**config.mk**
```make
export PLATFORM = sky130hd
export DESIGN_NAME = score_display
export DESIGN_NICKNAME = d
export VERILOG_FILES = /design/src/hdl/vga_pkg.sv /design/src/hdl/char_rom.sv /design/src/hdl/pipe_delay.sv /design/src/hdl/playfield_bg.sv /design/src/hdl/score_display.sv /design/src/hdl/score_overlay.sv /design/src/hdl/vga_timing.sv
export VERILOG_INCLUDE_DIRS = /design/src /design/src/hdl
export SDC_FILE = /design/constraint.sdc
export NUM_CORES = 1
export LEC_CHECK = 0
export BUFFER_PORTS_ARGS = -buffer_cell sky130_fd_sc_hd__buf_2
export CAP_MARGIN = 20
export CELL_PAD_IN_SITES_DETAIL_PLACEMENT = 1
export CELL_PAD_IN_SITES_GLOBAL_PLACEMENT = 2
export CORE_MARGIN = 3
export CORE_UTILIZATION = 41
export DETAILED_ROUTE_END_ITERATION = 16
export PLACE_DENSITY = 0.81
export SETUP_SLACK_MARGIN = 0.15
export SYNTH_ARGS = -nofsm -noshare
export SYNTH_HDL_FRONTEND = slang
export SYNTH_SLANG_ARGS = --single-unit
```
**constraint.sdc**
```tcl
create_clock -name pclk -period 4.9 [get_ports pclk]
set_input_delay 0.735 -clock pclk [delete_from_list [all_inputs] [get_ports pclk]]
set_output_delay 0.735 -clock pclk [all_outputs]
set_load 0.005 [all_outputs]
```
**src/hdl/vga_defines.svh**
```systemverilog
`ifndef VGA_DEFINES_SVH
`define VGA_DEFINES_SVH

// 1024x768 at 60 Hz, sync active high
`define H_ACTIVE        1024
`define H_TOTAL         1344
`define H_SYNC_START    1048
`define H_SYNC_END      1184
`define V_ACTIVE        768
`define V_TOTAL         806
`define V_SYNC_START    771
`define V_SYNC_END      777

`define BOX_LEFT_X      1
`define BOX_RIGHT_X     922
`define BOX_Y           0
`define BOX_W           100
`define BOX_H           50

`define FRAME_W         4       // Border thickness in pixels

`define TEXT_RGB        12'hf_f_3
`define BOX_RGB         12'h3be
`define FIELD_RGB       12'h060
`define FRAME_RGB       12'hfff

`define OVERLAY_LATENCY 2

`endif

```
**src/hdl/vga_pkg.sv**
```systemverilog
`default_nettype none

package vga_pkg;

    typedef struct packed {
        logic [11:0] hcount;
        logic [11:0] vcount;
        logic        hsync;
        logic        hblnk;
        logic        vsync;
        logic        vblnk;
        logic [11:0] rgb;   // 4:4:4
    } vga_bus_t;

    typedef logic [6:0] char_code_t;

    // Codes understood by char_rom
    localparam char_code_t CODE_BLANK = 7'h00;
    localparam char_code_t CODE_MARK  = 7'h21;
    localparam char_code_t CODE_ZERO  = 7'h30;

endpackage

`default_nettype wire

```
**src/hdl/char_rom.sv**
```systemverilog
`timescale 1ns/100ps
`default_nettype none

module char_rom (
    input  wire                 pclk,
    input  wire vga_pkg::char_code_t char_code,
    input  wire  [3:0]          char_line,
    output logic [7:0]          char_row
);

    localparam logic [7:0] BAR   = 8'b0111_1100;
    localparam logic [7:0] LEFT  = 8'b0100_0000;
    localparam logic [7:0] RIGHT = 8'b0000_0100;
    localparam logic [7:0] STEM  = 8'b0001_1000;

    logic       is_digit;
    logic [6:0] seg;                        // {g,f,e,d,c,b,a}
    logic [7:0] glyph_row;

    assign is_digit = (char_code[6:4] == vga_pkg::CODE_ZERO[6:4]) && (char_code[3:0] <= 4'd9);

    always_comb begin
        case (char_code[3:0])
            4'd0:    seg = 7'h3f;
            4'd1:    seg = 7'h06;
            4'd2:    seg = 7'h5b;
            4'd3:    seg = 7'h4f;
            4'd4:    seg = 7'h66;
            4'd5:    seg = 7'h6d;
            4'd6:    seg = 7'h7d;
            4'd7:    seg = 7'h07;
            4'd8:    seg = 7'h7f;
            default: seg = 7'h6f;
        endcase
    end

    always_comb begin
        glyph_row = 8'h00;
        if (is_digit) begin
            case (char_line)
                4'd2:                   glyph_row = seg[0] ? BAR : 8'h00;
                4'd3, 4'd4, 4'd5, 4'd6: glyph_row = (seg[5] ? LEFT : 8'h00) | (seg[1] ? RIGHT : 8'h00);
                4'd7:                   glyph_row = seg[6] ? BAR :
                                                    ((seg[5] | seg[4]) ? LEFT : 8'h00) |
                                                    ((seg[1] | seg[2]) ? RIGHT : 8'h00);
                4'd8, 4'd9, 4'd10, 4'd11: glyph_row = (seg[4] ? LEFT : 8'h00) | (seg[2] ? RIGHT : 8'h00);
                4'd12:                  glyph_row = seg[3] ? BAR : 8'h00;
                default:                glyph_row = 8'h00;
            endcase
        end else if (char_code == vga_pkg::CODE_MARK) begin
            if ((char_line >= 4'd2 && char_line <= 4'd8) || char_line == 4'd11 || char_line == 4'd12) begin
                glyph_row = STEM;           // Bar with a dot below
            end
        end
    end

    always_ff @(posedge pclk) begin
        char_row <= glyph_row;
    end

endmodule

`default_nettype wire

```
**src/hdl/pipe_delay.sv**
```systemverilog
`timescale 1ns/100ps
`default_nettype none

module pipe_delay #(
    parameter int WIDTH = 8,
    parameter int DEPTH = 1
) (
    input  wire              pclk,
    input  wire              rst,
    input  wire  [WIDTH-1:0] din,
    output logic [WIDTH-1:0] dout
);

    logic [WIDTH-1:0] stage [DEPTH];

    always_ff @(posedge pclk) begin
        if (rst) begin
            for (int i = 0; i < DEPTH; i++) begin
                stage[i] <= '0;
            end
        end else begin
            stage[0] <= din;
            for (int i = 1; i < DEPTH; i++) begin
                stage[i] <= stage[i-1];
            end
        end
    end

    assign dout = stage[DEPTH-1];

endmodule

`default_nettype wire

```
**src/hdl/playfield_bg.sv**
```systemverilog
`timescale 1ns/100ps
`default_nettype none

`include "vga_defines.svh"

module playfield_bg (
    input  wire               pclk,
    input  wire               rst,
    input  wire vga_pkg::vga_bus_t vga_in,
    output vga_pkg::vga_bus_t vga_out
);

    logic        on_border;
    logic [11:0] bg_rgb;

    assign on_border = (vga_in.hcount < `FRAME_W) ||
                       (vga_in.hcount >= `H_ACTIVE - `FRAME_W) ||
                       (vga_in.vcount < `FRAME_W) ||
                       (vga_in.vcount >= `V_ACTIVE - `FRAME_W);

    always_comb begin
        if (vga_in.hblnk || vga_in.vblnk) begin
            bg_rgb = 12'h000;               // Black outside active video
        end else if (on_border) begin
            bg_rgb = `FRAME_RGB;
        end else begin
            bg_rgb = `FIELD_RGB;
        end
    end

    always_ff @(posedge pclk) begin
        if (rst) begin
            vga_out <= '0;
        end else begin
            vga_out     <= vga_in;
            vga_out.rgb <= bg_rgb;
        end
    end

endmodule

`default_nettype wire

```
**src/hdl/score_display.sv**
```systemverilog
`timescale 1ns/100ps
`default_nettype none

module score_display (
    input  wire               pclk,
    input  wire               rst,
    input  wire  [3:0]        score_l_hi,
    input  wire  [3:0]        score_l_lo,
    input  wire  [3:0]        score_r_hi,
    input  wire  [3:0]        score_r_lo,
    input  wire               point_flag,
    output vga_pkg::vga_bus_t vga_out
);

    vga_pkg::vga_bus_t   timing_bus;
    vga_pkg::vga_bus_t   bg_bus;
    vga_pkg::char_code_t code_l;
    vga_pkg::char_code_t code_r;
    logic [3:0]          char_line;
    logic [7:0]          row_l;
    logic [7:0]          row_r;

    vga_timing vga_timing_i (
        .pclk(pclk),
        .rst (rst),
        .vga (timing_bus)
    );

    playfield_bg playfield_bg_i (
        .pclk   (pclk),
        .rst    (rst),
        .vga_in (timing_bus),
        .vga_out(bg_bus)
    );

    score_overlay score_overlay_i (
        .pclk      (pclk),
        .rst       (rst),
        .vga_in    (bg_bus),
        .vga_out   (vga_out),
        .score_l_hi(score_l_hi),
        .score_l_lo(score_l_lo),
        .score_r_hi(score_r_hi),
        .score_r_lo(score_r_lo),
        .point_flag(point_flag),
        .row_l     (row_l),
        .row_r     (row_r),
        .char_line (char_line),
        .code_l    (code_l),
        .code_r    (code_r)
    );

    char_rom char_rom_l (
        .pclk     (pclk),
        .char_code(code_l),
        .char_line(char_line),
        .char_row (row_l)
    );

    char_rom char_rom_r (
        .pclk     (pclk),
        .char_code(code_r),
        .char_line(char_line),
        .char_row (row_r)
    );

endmodule

`default_nettype wire

```
**src/hdl/score_overlay.sv**
```systemverilog
`timescale 1ns/100ps
`default_nettype none

`include "vga_defines.svh"

module score_overlay (
    input  wire                  pclk,
    input  wire                  rst,
    input  wire vga_pkg::vga_bus_t vga_in,
    output vga_pkg::vga_bus_t    vga_out,
    input  wire  [3:0]           score_l_hi,
    input  wire  [3:0]           score_l_lo,
    input  wire  [3:0]           score_r_hi,
    input  wire  [3:0]           score_r_lo,
    input  wire                  point_flag,
    input  wire  [7:0]           row_l,
    input  wire  [7:0]           row_r,
    output logic [3:0]           char_line,
    output vga_pkg::char_code_t  code_l,
    output vga_pkg::char_code_t  code_r
);

    vga_pkg::vga_bus_t   bus_d;
    vga_pkg::char_code_t code_l_nxt;
    vga_pkg::char_code_t code_r_nxt;
    vga_pkg::char_code_t mark_l;
    vga_pkg::char_code_t mark_r;
    logic [2:0]          col;
    logic                in_left;
    logic                in_right;
    logic [11:0]         pix_rgb;

    function automatic logic in_box(input logic [11:0] h, input logic [11:0] v, input int x);
        return (h >= x) && (h <= x + `BOX_W) && (v >= `BOX_Y) && (v <= `BOX_Y + `BOX_H);
    endfunction

    function automatic vga_pkg::char_code_t digit_code(input logic [3:0] d);
        return vga_pkg::CODE_ZERO + {3'b000, d};
    endfunction

    // The mark sits on the side of the player who scored last
    assign mark_l = point_flag ? vga_pkg::CODE_BLANK : vga_pkg::CODE_MARK;
    assign mark_r = point_flag ? vga_pkg::CODE_MARK : vga_pkg::CODE_BLANK;

    always_comb begin
        case (vga_in.hcount[6:5])
            2'd0: begin
                code_l_nxt = digit_code(score_l_hi);
                code_r_nxt = vga_pkg::CODE_BLANK;
            end
            2'd1: begin
                code_l_nxt = digit_code(score_l_lo);
                code_r_nxt = mark_r;
            end
            2'd2: begin
                code_l_nxt = mark_l;
                code_r_nxt = digit_code(score_r_hi);
            end
            default: begin
                code_l_nxt = vga_pkg::CODE_BLANK;
                code_r_nxt = digit_code(score_r_lo);
            end
        endcase
    end

    always_ff @(posedge pclk) begin
        if (rst) begin
            code_l    <= vga_pkg::CODE_BLANK;
            code_r    <= vga_pkg::CODE_BLANK;
            char_line <= '0;
        end else begin
            code_l    <= code_l_nxt;
            code_r    <= code_r_nxt;
            char_line <= vga_in.vcount[5:2];
        end
    end

    // Bus waits for the code register and the ROM register
    pipe_delay #(
        .WIDTH($bits(vga_pkg::vga_bus_t)),
        .DEPTH(`OVERLAY_LATENCY)
    ) bus_delay_i (
        .pclk(pclk),
        .rst (rst),
        .din (vga_in),
        .dout(bus_d)
    );

    assign col      = bus_d.hcount[4:2];    // Each glyph pixel is 4x4 screen pixels
    assign in_left  = in_box(bus_d.hcount, bus_d.vcount, `BOX_LEFT_X);
    assign in_right = in_box(bus_d.hcount, bus_d.vcount, `BOX_RIGHT_X);

    always_comb begin
        if (in_left) begin
            pix_rgb = row_l[3'd7 - col] ? `TEXT_RGB : `BOX_RGB;
        end else if (in_right) begin
            pix_rgb = row_r[3'd7 - col] ? `TEXT_RGB : `BOX_RGB;
        end else begin
            pix_rgb = bus_d.rgb;
        end
    end

    always_ff @(posedge pclk) begin
        if (rst) begin
            vga_out <= '0;
        end else begin
            vga_out     <= bus_d;
            vga_out.rgb <= pix_rgb;
        end
    end

    a_bcd_digits: assert property (
        @(posedge pclk) disable iff (rst)
        (score_l_hi <= 4'd9) && (score_l_lo <= 4'd9) &&
        (score_r_hi <= 4'd9) && (score_r_lo <= 4'd9)
    );

endmodule

`default_nettype wire

```
**src/hdl/vga_timing.sv**
```systemverilog
`timescale 1ns/100ps
`default_nettype none

`include "vga_defines.svh"

module vga_timing (
    input  wire              pclk,
    input  wire              rst,
    output vga_pkg::vga_bus_t vga
);

    logic [11:0] h_cnt;
    logic [11:0] v_cnt;
    logic        h_last;
    logic        v_last;

    assign h_last = (h_cnt == 12'(`H_TOTAL - 1));
    assign v_last = (v_cnt == 12'(`V_TOTAL - 1));

    always_ff @(posedge pclk) begin
        if (rst) begin
            h_cnt <= '0;
            v_cnt <= '0;
        end else if (h_last) begin
            h_cnt <= '0;
            if (v_last) begin
                v_cnt <= '0;                // New frame
            end else begin
                v_cnt <= v_cnt + 12'd1;
            end
        end else begin
            h_cnt <= h_cnt + 12'd1;
        end
    end

    always_comb begin
        vga.hcount = h_cnt;
        vga.vcount = v_cnt;
        vga.hsync  = (h_cnt >= `H_SYNC_START) && (h_cnt < `H_SYNC_END);
        vga.hblnk  = (h_cnt >= `H_ACTIVE);
        vga.vsync  = (v_cnt >= `V_SYNC_START) && (v_cnt < `V_SYNC_END);
        vga.vblnk  = (v_cnt >= `V_ACTIVE);
        vga.rgb    = '0;                    // Painted further down the chain
    end

    a_hcount_range: assert property (
        @(posedge pclk) disable iff (rst)
        h_cnt < `H_TOTAL
    );

endmodule

`default_nettype wire

```
==> qor.txt, run 1 <==
Global Route Usage Sum = 15.9%
Antenna Cells = 0
RSZ-0062 raised after global routing = false
Relative slew slack = 40.7%
Outcome = finished, final reports clean
Post-CTS Setup Repair Bufs = 0
Required time of the critical path = 5.26 ns
# Max-Cap Violations = 0
Critical Setup Path Class = register to register
Startpoint types = register
Area of the core = 14900 um2
Row cnt = 44
Power Internal = 2.41 mW
First drt pass iteration count = 6
Share of the synthesized area in the top cell type = 56.7%
R2r setup slk = 2.75 ns
Starting density of the core = 43.0%
Clock sink count = 181
Layout cells sized above 1 = 16.5%
Leak = 3.03 nW
Area growth from synthesis to layout = 15.6%
Register area share after synthesis = 56.7%
PortBufs = 58
Largest net degree at the start of global routing = 100
Yosys reg bits = 181
WHS Endpoint = score_overlay_i.bus_delay_i.stage[0][77]$_SDFF_PP0_
Vias in the first global route = 4318
Initial detailed-routing violation count = 218
Tightest Pin Transition = 0.889 ns
Switching share of power = 19.9%
Antenna-violating nets left = 0
Skew final = 0.00968 ns
Hold Path Class = register to register
I/O pins = 59
Asr flop ratio synth = 0%
Gpl congestion = 0.809
Hold Path Origin = score_overlay_i.bus_delay_i.stage[0][37]$_SDFF_PP0_
Drt via density = 4.91
Placed wire-length estimate = 8950 um
Crit path max fanout = 12
First-pass GRT wire length = 21200 um
Final Hold Vio Count = 0
Final WL = 12700 um
Hold Slack = 0.430 ns
Cell taking the most area after synthesis = dfxtp_1
Die width = 131 um
CTS tree = done
Synth cell types = 58
Worst r2r path cells = 6
Clk_lat worst skew = 0.42 ns
DRC violations left = 0
DP Worst Slack = 2.50 ns
Mapped Cells = 621
Worst setup EP type = register
Clock power frac = 48.1%
Final worst slack = 2.75 ns
Sequential share of power = 49.6%
# resized after CTS = 0
Main synth FF type = dfxtp_1
PwrDens = 408 nW/um2
Final Cycle Share = 44.0%
Area contributors post-synth = dfxtp_1 (57%), nor2b_1 (10%), ha_1 (3.1%)
Reg2Reg Capture Point = char_rom_r.seg[3]$_SDFF_PP1_
Post-layout min period = 2.15 ns
Switching pwr = 600 uW
H-tree lvl count = 4
Full die area = 17100 um2
Syn nets = 656
Post-Synthesis Mean Instance Area = 10.3 um2
NumNets Final = 697
Total CTS buffers = 17
Peak supply drop = 0.265 mV
Sum Neg Setup Slack = 0 ns
Power Total = 3.01 mW
Worst-path clk slew = 0.07 ns
Final setup fails = 0
Hold Path Depth = 1
Netlist Area Pre-Place = 6390 um2
Root Buffer = clkbuf_16
Antenna violations before repair = 0
Highest clock rate = 464 MHz
Synth Warn # = 0
GRT overflow = 0
Combinational Power Share = 2.2%
Max Slew Vio Count = 0
Hold bufs inserted after CTS = 0
EDFF count, synth = 0
Routed via count = 4213
WL/cell = 14.8 um
Die Span Y = 131 um
Reg2reg start = playfield_bg_i.vga_out[34]$_SDFF_PP0_
Worst EP arrival = 2.52 ns
Longest Clk Path Bufs = 2
==> worst max-delay path, cell delays in order (launching register included) <==
cell and delay [ns]:
dfxtp_1 0.59, inv_1 0.22, nor3_1 0.47, inv_1 0.17, ha_1 0.31, mux2_2 0.27
nand2_1 0.06
==> per-layer routing <==
| layer | global-route usage (%) | wire [um] | up-vias |
|---|---|---|---|
| met5 | 0 | 0 | - |
| met4 | 5.08 | 102 | 0 |
| met3 | 4.72 | 495 | 10 |
| met2 | 26.0 | 5940 | 72 |
| met1 | 20.3 | 6140 | 1985 |
| li1 | - | - | 2146 |
==> cell families (layout without fill, tap and decap cells) <==
family	Yosys count	in the layout	synth area share [%]
muxes	14	14	2.31
DFF	181	181	56.7
xor gates and xnor gates	20	20	2.74
AOI/OAI and AO/OA	68	68	7.42
and+or+nand+nor	266	266	23.8
buffers and inverters	56	109	3.88
adders and majority gates	16	16	3.13
==> cell usage in the layout, fill, tap and decap left out, types with 6 or more instances in the layout <==
cell type    n
buf_2       57
dfxtp_1    181
nand4_1     10
xor2_1      17
or3_1        7
nand3_1     11
nor2_1      52
nor3_1       9
nand2_1     21
and3_1       7
a21oi_1     13
nor2b_1    105
ha_1        16
inv_1       19
o21ai_0     14
mux2_2       6
clkbuf_16   17
mux2i_1      8
==> state kept, by name (all words and copies together) (netlist names) <==
name	cells
char_rom_l.char_row	4
vga_timing_i.h_cnt	12
score_overlay_i.code_l	6
score_overlay_i.vga_out	33
playfield_bg_i.vga_out	30
score_overlay_i.char_line	3
vga_timing_i.v_cnt	12
score_overlay_i.code_r	6
score_overlay_i.bus_delay_i.stage	57
char_rom_r.char_row	4
char_rom_r.seg	7
char_rom_l.seg	7
==> layout make-up <==
| type | count | area [um2] |
|---|---|---|
| Fill cell | 1689 | 7480 |
| Inverter | 19 | 71.3 |
| Sequential cell | 181 | 3620 |
| Clock buffer | 21 | 470 |
| Multi-Input combinational cell | 384 | 2520 |
| Timing Repair Buffer | 59 | 300 |
| Tap cell | 184 | 230 |
| Clock inverter | 10 | 169 |
==> synth_stat cells (all sizes together), types with 2 or more instances <==
cell type	count
inv	19
o221a	2
or2	8
nor4b	2
and3	7
xor2	17
a31oi	5
a211oi	2
mux2i	8
and4	3
and2	5
and3b	2
nor2	53
o311ai	2
a21o	2
nor4bb	2
nor3	9
nand4b	2
xnor2	3
a21oi	13
a221oi	2
dfxtp	181
a22o	2
or3	8
a31o	2
nand2	21
a22oi	3
o211ai	6
mux2	6
ha	16
nor4	7
nor2b	105
buf	16
o21ai	14
nand3	11
o31ai	4
nand3b	3
nand4	10
or4	3
clkbuf	21
nand2b	4
==> power by group through the flow <==
stage | Clock (mW) | Sequential, mW | Combinational (mW)
3_5_place_dp | 0 | 1.53 | 0.0686
2_1_floorplan | 0 | 1.53 | 0.0503
4_1_cts | 1.49 | 1.50 | 0.0687
3_3_place_gp | 0 | 1.53 | 0.0661
6_report | 1.45 | 1.50 | 0.0669
5_1_grt | 1.55 | 1.50 | 0.0781
==> how the worst max path moves through the flow <==
stage / startpoint / to / cells after the start
after floorplan: rst / char_rom_r.seg[3]$_SDFF_PP1_ / 7
after global placement: rst / char_rom_l.seg[3]$_SDFF_PP1_ / 6
after detailed placement: rst / char_rom_r.seg[4]$_DFF_P_ / 9
after CTS: playfield_bg_i.vga_out[34]$_SDFF_PP0_ / char_rom_r.seg[3]$_SDFF_PP1_ / 6
after global routing: playfield_bg_i.vga_out[33]$_SDFF_PP0_ / char_rom_l.seg[3]$_SDFF_PP1_ / 6
final: playfield_bg_i.vga_out[34]$_SDFF_PP0_ / char_rom_r.seg[3]$_SDFF_PP1_ / 6
==> through the flow <==
| stage | std cells | utilization (%) | instance area (um2) |
|---|---|---|---|
| after floorplan | 621 | - | 6390 |
| after CTS | 858 | 49.7 | 7380 |
| after detailed placement | 827 | 45.4 | 6740 |
| final | 858 | 49.7 | 7380 |
| after global placement | 827 | 45.4 | 6740 |
| after global routing | 858 | 49.7 | 7380 |
Power figures use the tool's default switching activity.
==> run 2: changes to the inputs <==
--- a/config.mk
+++ b/config.mk
@@ -11,9 +11,9 @@
 export CELL_PAD_IN_SITES_DETAIL_PLACEMENT = 1
 export CELL_PAD_IN_SITES_GLOBAL_PLACEMENT = 2
 export CORE_MARGIN = 3
-export CORE_UTILIZATION = 41
+export CORE_UTILIZATION = 34
 export DETAILED_ROUTE_END_ITERATION = 16
-export PLACE_DENSITY = 0.81
+export PLACE_DENSITY = 0.71
 export SETUP_SLACK_MARGIN = 0.15
 export SYNTH_ARGS = -nofsm -noshare
 export SYNTH_HDL_FRONTEND = slang
==> constraint.sdc (replaced) <==
create_clock -name pclk -period 1.9 [get_ports pclk]
set_input_delay 0.285 -clock pclk [delete_from_list [all_inputs] [get_ports pclk]]
set_output_delay 0.285 -clock pclk [all_outputs]
set_load 0.005 [all_outputs]
==> qor.txt, run 2 (same netlist as run 1, synthesis figures left out) <==
Outcome = finished, final reports clean
Non-filler cells, final = 934
Clk_lat worst skew = 0.43 ns
Initial detailed-routing violation count = 177
Setup crit end = score_overlay_i.vga_out[3]$_SDFF_PP0_
WL/cell = 14.9 um
Final instance area = 7820 um2
Fin util = 42.9%
First-pass GRT wire length = 22900 um
Peak supply drop = 0.627 mV
RSZ-0062 raised after global routing = true
Final Hold Vio Count = 0
NumNets Final = 727
Hold bufs inserted after CTS = 0
Routing usage on met1 = 17.6%
Starting density of the core = 35.1%
Full die area = 20500 um2
Commonest non-fill, non-tap cell in the layout = dfxtp_1
Tightest Pin Transition = 0.549 ns
Clock sink count = 181
Largest registers = score_overlay_i.bus_delay_i.stage: 57 flops, score_overlay_i.vga_out: 33 flops, playfield_bg_i.vga_out: 30 flops
Relative slew slack = 63.1%
First drt pass iteration count = 4
Highest clock rate = 587 MHz
Post-layout min period = 1.70 ns
Reg2Reg Capture Point = score_overlay_i.vga_out[3]$_SDFF_PP0_
Area growth from synthesis to layout = 22.4%
Final setup fails = 0
Total CTS buffers = 17
Hold Path Class = input port to register
Largest register FFs = 57
Dpl cell area = 7040 um2
Routed via count = 4366
PortBufs = 58
Antenna-violating nets left = 0
Die Span Y = 143 um
Hold Slack = 0.172 ns
DP Worst Slack = 0.0741 ns
Drt via density = 4.67
Reg2reg start = score_overlay_i.bus_delay_i.stage[0][79]$_SDFF_PP0_
Global Route Usage Sum = 14.1%
# Max-Cap Violations = 0
Final WL = 13900 um
Worst r2r path cells = 5
H-tree lvl count = 4
Met2 Usage GRT = 23.3%
Final Cycle Share = 89.7%
Largest net degree at the start of global routing = 87
Power Total = 7.49 mW
Area of the core = 18200 um2
Antenna Cells = 0
R2r setup slk = 0.20 ns
CTS tree = done
Placed wire-length estimate = 9920 um
Post-Place Cells = 898
GRT busiest layer = met2
I/O pins = 59
Crit path max fanout = 3
Worst setup EP type = register
Antenna violations before repair = 1
Required time of the critical path = 2.22 ns
Root Buffer = clkbuf_16
M3 GR Usage = 3.82%
Layout cells sized above 1 = 24.5%
Worst EP arrival = 2.02 ns
Most frequent cells in the layout = dfxtp_1 (178), nor2b_1 (104), buf_2 (57)
Max Slew Vio Count = 0
Startpoint types = register
Top reg by flops = score_overlay_i.bus_delay_i.stage
Sum Neg Setup Slack = 0 ns
Final worst slack = 0.197 ns
PwrDens = 957 nW/um2
Crit path from = score_overlay_i.bus_delay_i.stage[0][79]$_SDFF_PP0_
Critical Setup Path Class = register to register
DRC violations left = 0
Gpl congestion = 0.808
Skew final = 0.0114 ns
Worst-path clk slew = 0.07 ns
Leak = 3.20 nW
Vias in the first global route = 4519
Row cnt = 49
Die width = 143 um
GRT overflow = 0
Longest Clk Path Bufs = 2
## run 2: changes by cell type in the layout (fill, tap and decap cells not counted), sizes merged
cell / change
clkinv: +2
bufinv: -4
buf: +30
clkbuf: -2
inv: +4
clkinvlp: +1
## run 2: area by class of cell
| class | count | area (um2) |
|---|---|---|
| sequential | 181 | 3630 |
| clock inverter | 13 | 136 |
| timing repair buffer | 89 | 571 |
| multi-input combinational | 384 | 2670 |
| clock buffer | 19 | 453 |
| inverter | 19 | 71.3 |
| tap | 229 | 287 |
| fill | 1995 | 10400 |
## run 2: worst max-delay path: stages, from the launching register on
cell      delay [ns]
dfxtp_1         0.33
nor4_2          0.31
o211ai_2        0.18
or3_4           0.36
or2_4           0.26
and3b_1         0.16
## run 2: worst min path at each step
stage	to	slack (ns)	start	cells after the start
global route	score_overlay_i.code_r[5]$_SDFF_PP0_	0.16	point_flag	2
global placement	score_overlay_i.vga_out[15]$_SDFF_PP0_	0.42	score_overlay_i.bus_delay_i.stage[0][55]$_SDFF_PP0_	1
finish	score_overlay_i.code_r[0]$_SDFF_PP0_	0.17	score_r_lo[0]	2
CTS	score_overlay_i.code_r[5]$_SDFF_PP0_	0.12	point_flag	2
floorplan	score_overlay_i.bus_delay_i.stage[0][11]$_SDFF_PP0_	0.41	playfield_bg_i.vga_out[10]$_SDFF_PP0_	1
detailed placement	score_overlay_i.bus_delay_i.stage[0][36]$_SDFF_PP0_	0.42	playfield_bg_i.vga_out[36]$_SDFF_PP0_	1
## run 2: repair_timing
item | 4_1_cts | 5_1_grt
buffers inserted | 2 | 2
gates resized for setup | 2 | 38
setup endpoints to repair | 5 | 38
pin swaps | 1 | 7
## run 2: metal layers
layer	vias up	share of wire, %
met2	54	48
li1	2214	-
met1	2078	47
met5	-	0.094
met3	18	3.0
met4	2	1.7
## run 2: report_power, final
| group | internal [mW] | switching (mW) | leakage, nW |
|---|---|---|---|
| Clock | 1.82 | 1.60 | 0.284 |
| Sequential | 3.83 | 0.0181 | 1.47 |
| Combinational | 0.0937 | 0.131 | 1.45 |
| Total | 5.74 | 1.74 | 3.20 |
==> run 3: changes to the inputs <==
--- a/config.mk
+++ b/config.mk
@@ -13,7 +13,7 @@
 export CORE_MARGIN = 3
 export CORE_UTILIZATION = 34
 export DETAILED_ROUTE_END_ITERATION = 16
-export PLACE_DENSITY = 0.71
+export PLACE_DENSITY = 0.77
 export SETUP_SLACK_MARGIN = 0.15
 export SYNTH_ARGS = -nofsm -noshare
 export SYNTH_HDL_FRONTEND = slang
==> qor.txt, run 3 (same netlist as run 1, synthesis figures left out) <==
Worst Path Buf+Inv = 3
Tightest Pin Transition = 0.666 ns
Largest registers = score_overlay_i.bus_delay_i.stage: 57 flops, score_overlay_i.vga_out: 33 flops, playfield_bg_i.vga_out: 30 flops
H-tree lvl count = 4
Area growth from synthesis to layout = 21.3%
Worst setup EP type = register
Critical-path cell list = buf_6 > nand2b_1 > a21oi_2 > nor2_2 > nor2_4 > buf_4 > ha_1 > inv_1 > a21oi_2 > o21ai_1
Largest register FFs = 57
First drt pass iteration count = 4
Largest delay share family, worst path = simple AND/OR/NAND/NOR gates
Final WL = 13900 um
Hold Path Depth = 2
Vias in the first global route = 4603
Antenna violations before repair = 0
Reg2Reg Capture Point = char_rom_l.seg[5]$_SDFF_PP1_
Row cnt = 49
Final Cycle Share = 91.3%
Most frequent cells in the layout = dfxtp_1 (176), nor2b_1 (104), buf_2 (57)
PortBufs = 58
Crit path max fanout = 11
Commonest non-fill, non-tap cell in the layout = dfxtp_1
Die width = 143 um
Placed wire-length estimate = 9690 um
Hold Path Origin = rst
PwrDens = 939 nW/um2
WHS Endpoint = score_overlay_i.code_r[4]$_SDFF_PP0_
Peak supply drop = 0.672 mV
Skew final = 0.0109 ns
Final Hold Vio Count = 0
Max Slew Vio Count = 0
CTS tree = done
Antenna Cells = 0
First-pass GRT wire length = 22300 um
Critical path's slowest cell = dfxtp_2
Final instance area = 7750 um2
Critical path's largest stage delay = 0.33 ns
Startpoint types = register
Worst EP arrival = 2.05 ns
Sum Neg Setup Slack = 0 ns
Die Span Y = 143 um
I/O pins = 59
Fin util = 42.5%
Area of the core = 18200 um2
Clk_lat worst skew = 0.42 ns
Antenna-violating nets left = 0
Relative slew slack = 55.3%
DRC violations left = 0
Required time of the critical path = 2.21 ns
R2r setup slk = 0.17 ns
Clock sink count = 181
Longest Clk Path Bufs = 2
Largest net degree at the start of global routing = 96
Post-layout min period = 1.73 ns
GRT overflow = 0
Root Buffer = clkbuf_16
Worst r2r path cells = 10
Dpl cell area = 6990 um2
Crit path top cell by count = a21oi_2
Global Route Usage Sum = 13.8%
Final setup fails = 0
Gpl congestion = 0.823
Layout cells sized above 1 = 24.1%
Full die area = 20500 um2
NumNets Final = 724
Leak = 3.17 nW
Reg2reg start = playfield_bg_i.vga_out[34]$_SDFF_PP0_
Hold Path Class = input port to register
# Max-Cap Violations = 0
RSZ-0062 raised after global routing = true
Routed via count = 4357
Worst-path clk slew = 0.07 ns
Highest clock rate = 576 MHz
Power Total = 7.27 mW
Initial detailed-routing violation count = 185
Starting density of the core = 35.1%
Total CTS buffers = 17
WL/cell = 15.0 um
Critical Setup Path Class = register to register
Drt via density = 4.69
Top reg by flops = score_overlay_i.bus_delay_i.stage
Crit path from = playfield_bg_i.vga_out[34]$_SDFF_PP0_
Outcome = finished, final reports clean
-- run 3: how the worst max path moves through the flow --
stage,slack (ns),to,depth (start not counted)
floorplan,0.14,char_rom_r.seg[4]$_DFF_P_,9
global placement,0.09,score_overlay_i.vga_out[3]$_SDFF_PP0_,5
detailed placement,0.03,score_overlay_i.vga_out[3]$_SDFF_PP0_,5
CTS,0.13,score_overlay_i.vga_out[3]$_SDFF_PP0_,5
global route,0.07,char_rom_l.seg[5]$_SDFF_PP1_,10
finish,0.17,char_rom_l.seg[5]$_SDFF_PP1_,10
-- run 3: per-layer routing --
metal / vias up / track usage [%] / wire length (um)
li1: 2208 / - / -
met1: 2082 / 16.3 / 6430
met2: 51 / 23.6 / 6840
met3: 16 / 4.12 / 457
met4: 0 / 4.85 / 192
met5: - / 0 / 0
-- run 3: stage by stage --
stage / setup WS, ns / instances / hold WS [ns]
after floorplan: 0.144 / 621 / 0.414
after global placement: 0.0925 / 891 / 0.419
after detailed placement: 0.0279 / 891 / 0.424
after CTS: 0.132 / 922 / 0.106
after global routing: 0.0739 / 929 / 0.122
final: 0.165 / 929 / 0.145
-- run 3: power breakdown --
group	total [mW]	internal, mW	switching [mW]
registers	3.85	3.83	0.0202
clock network	3.19	1.77	1.42
logic	0.225	0.0954	0.130
-- run 3: cell type report --
cell class,count,area (um2)
clock inverter,10,73.8
fill,2023,10500
sequential,181,3630
timing repair buffer,86,548
tap,229,287
multi-input combinational,384,2670
clock buffer,20,467
inverter,19,71.3
-- run 3: timing repair --
item | in CTS | in global routing
setup endpoints to repair | 23 | 39
pin swaps | 3 | 7
gates resized for setup | 8 | 36
hold buffers | 0 | 0
setup buffers | 1 | 7
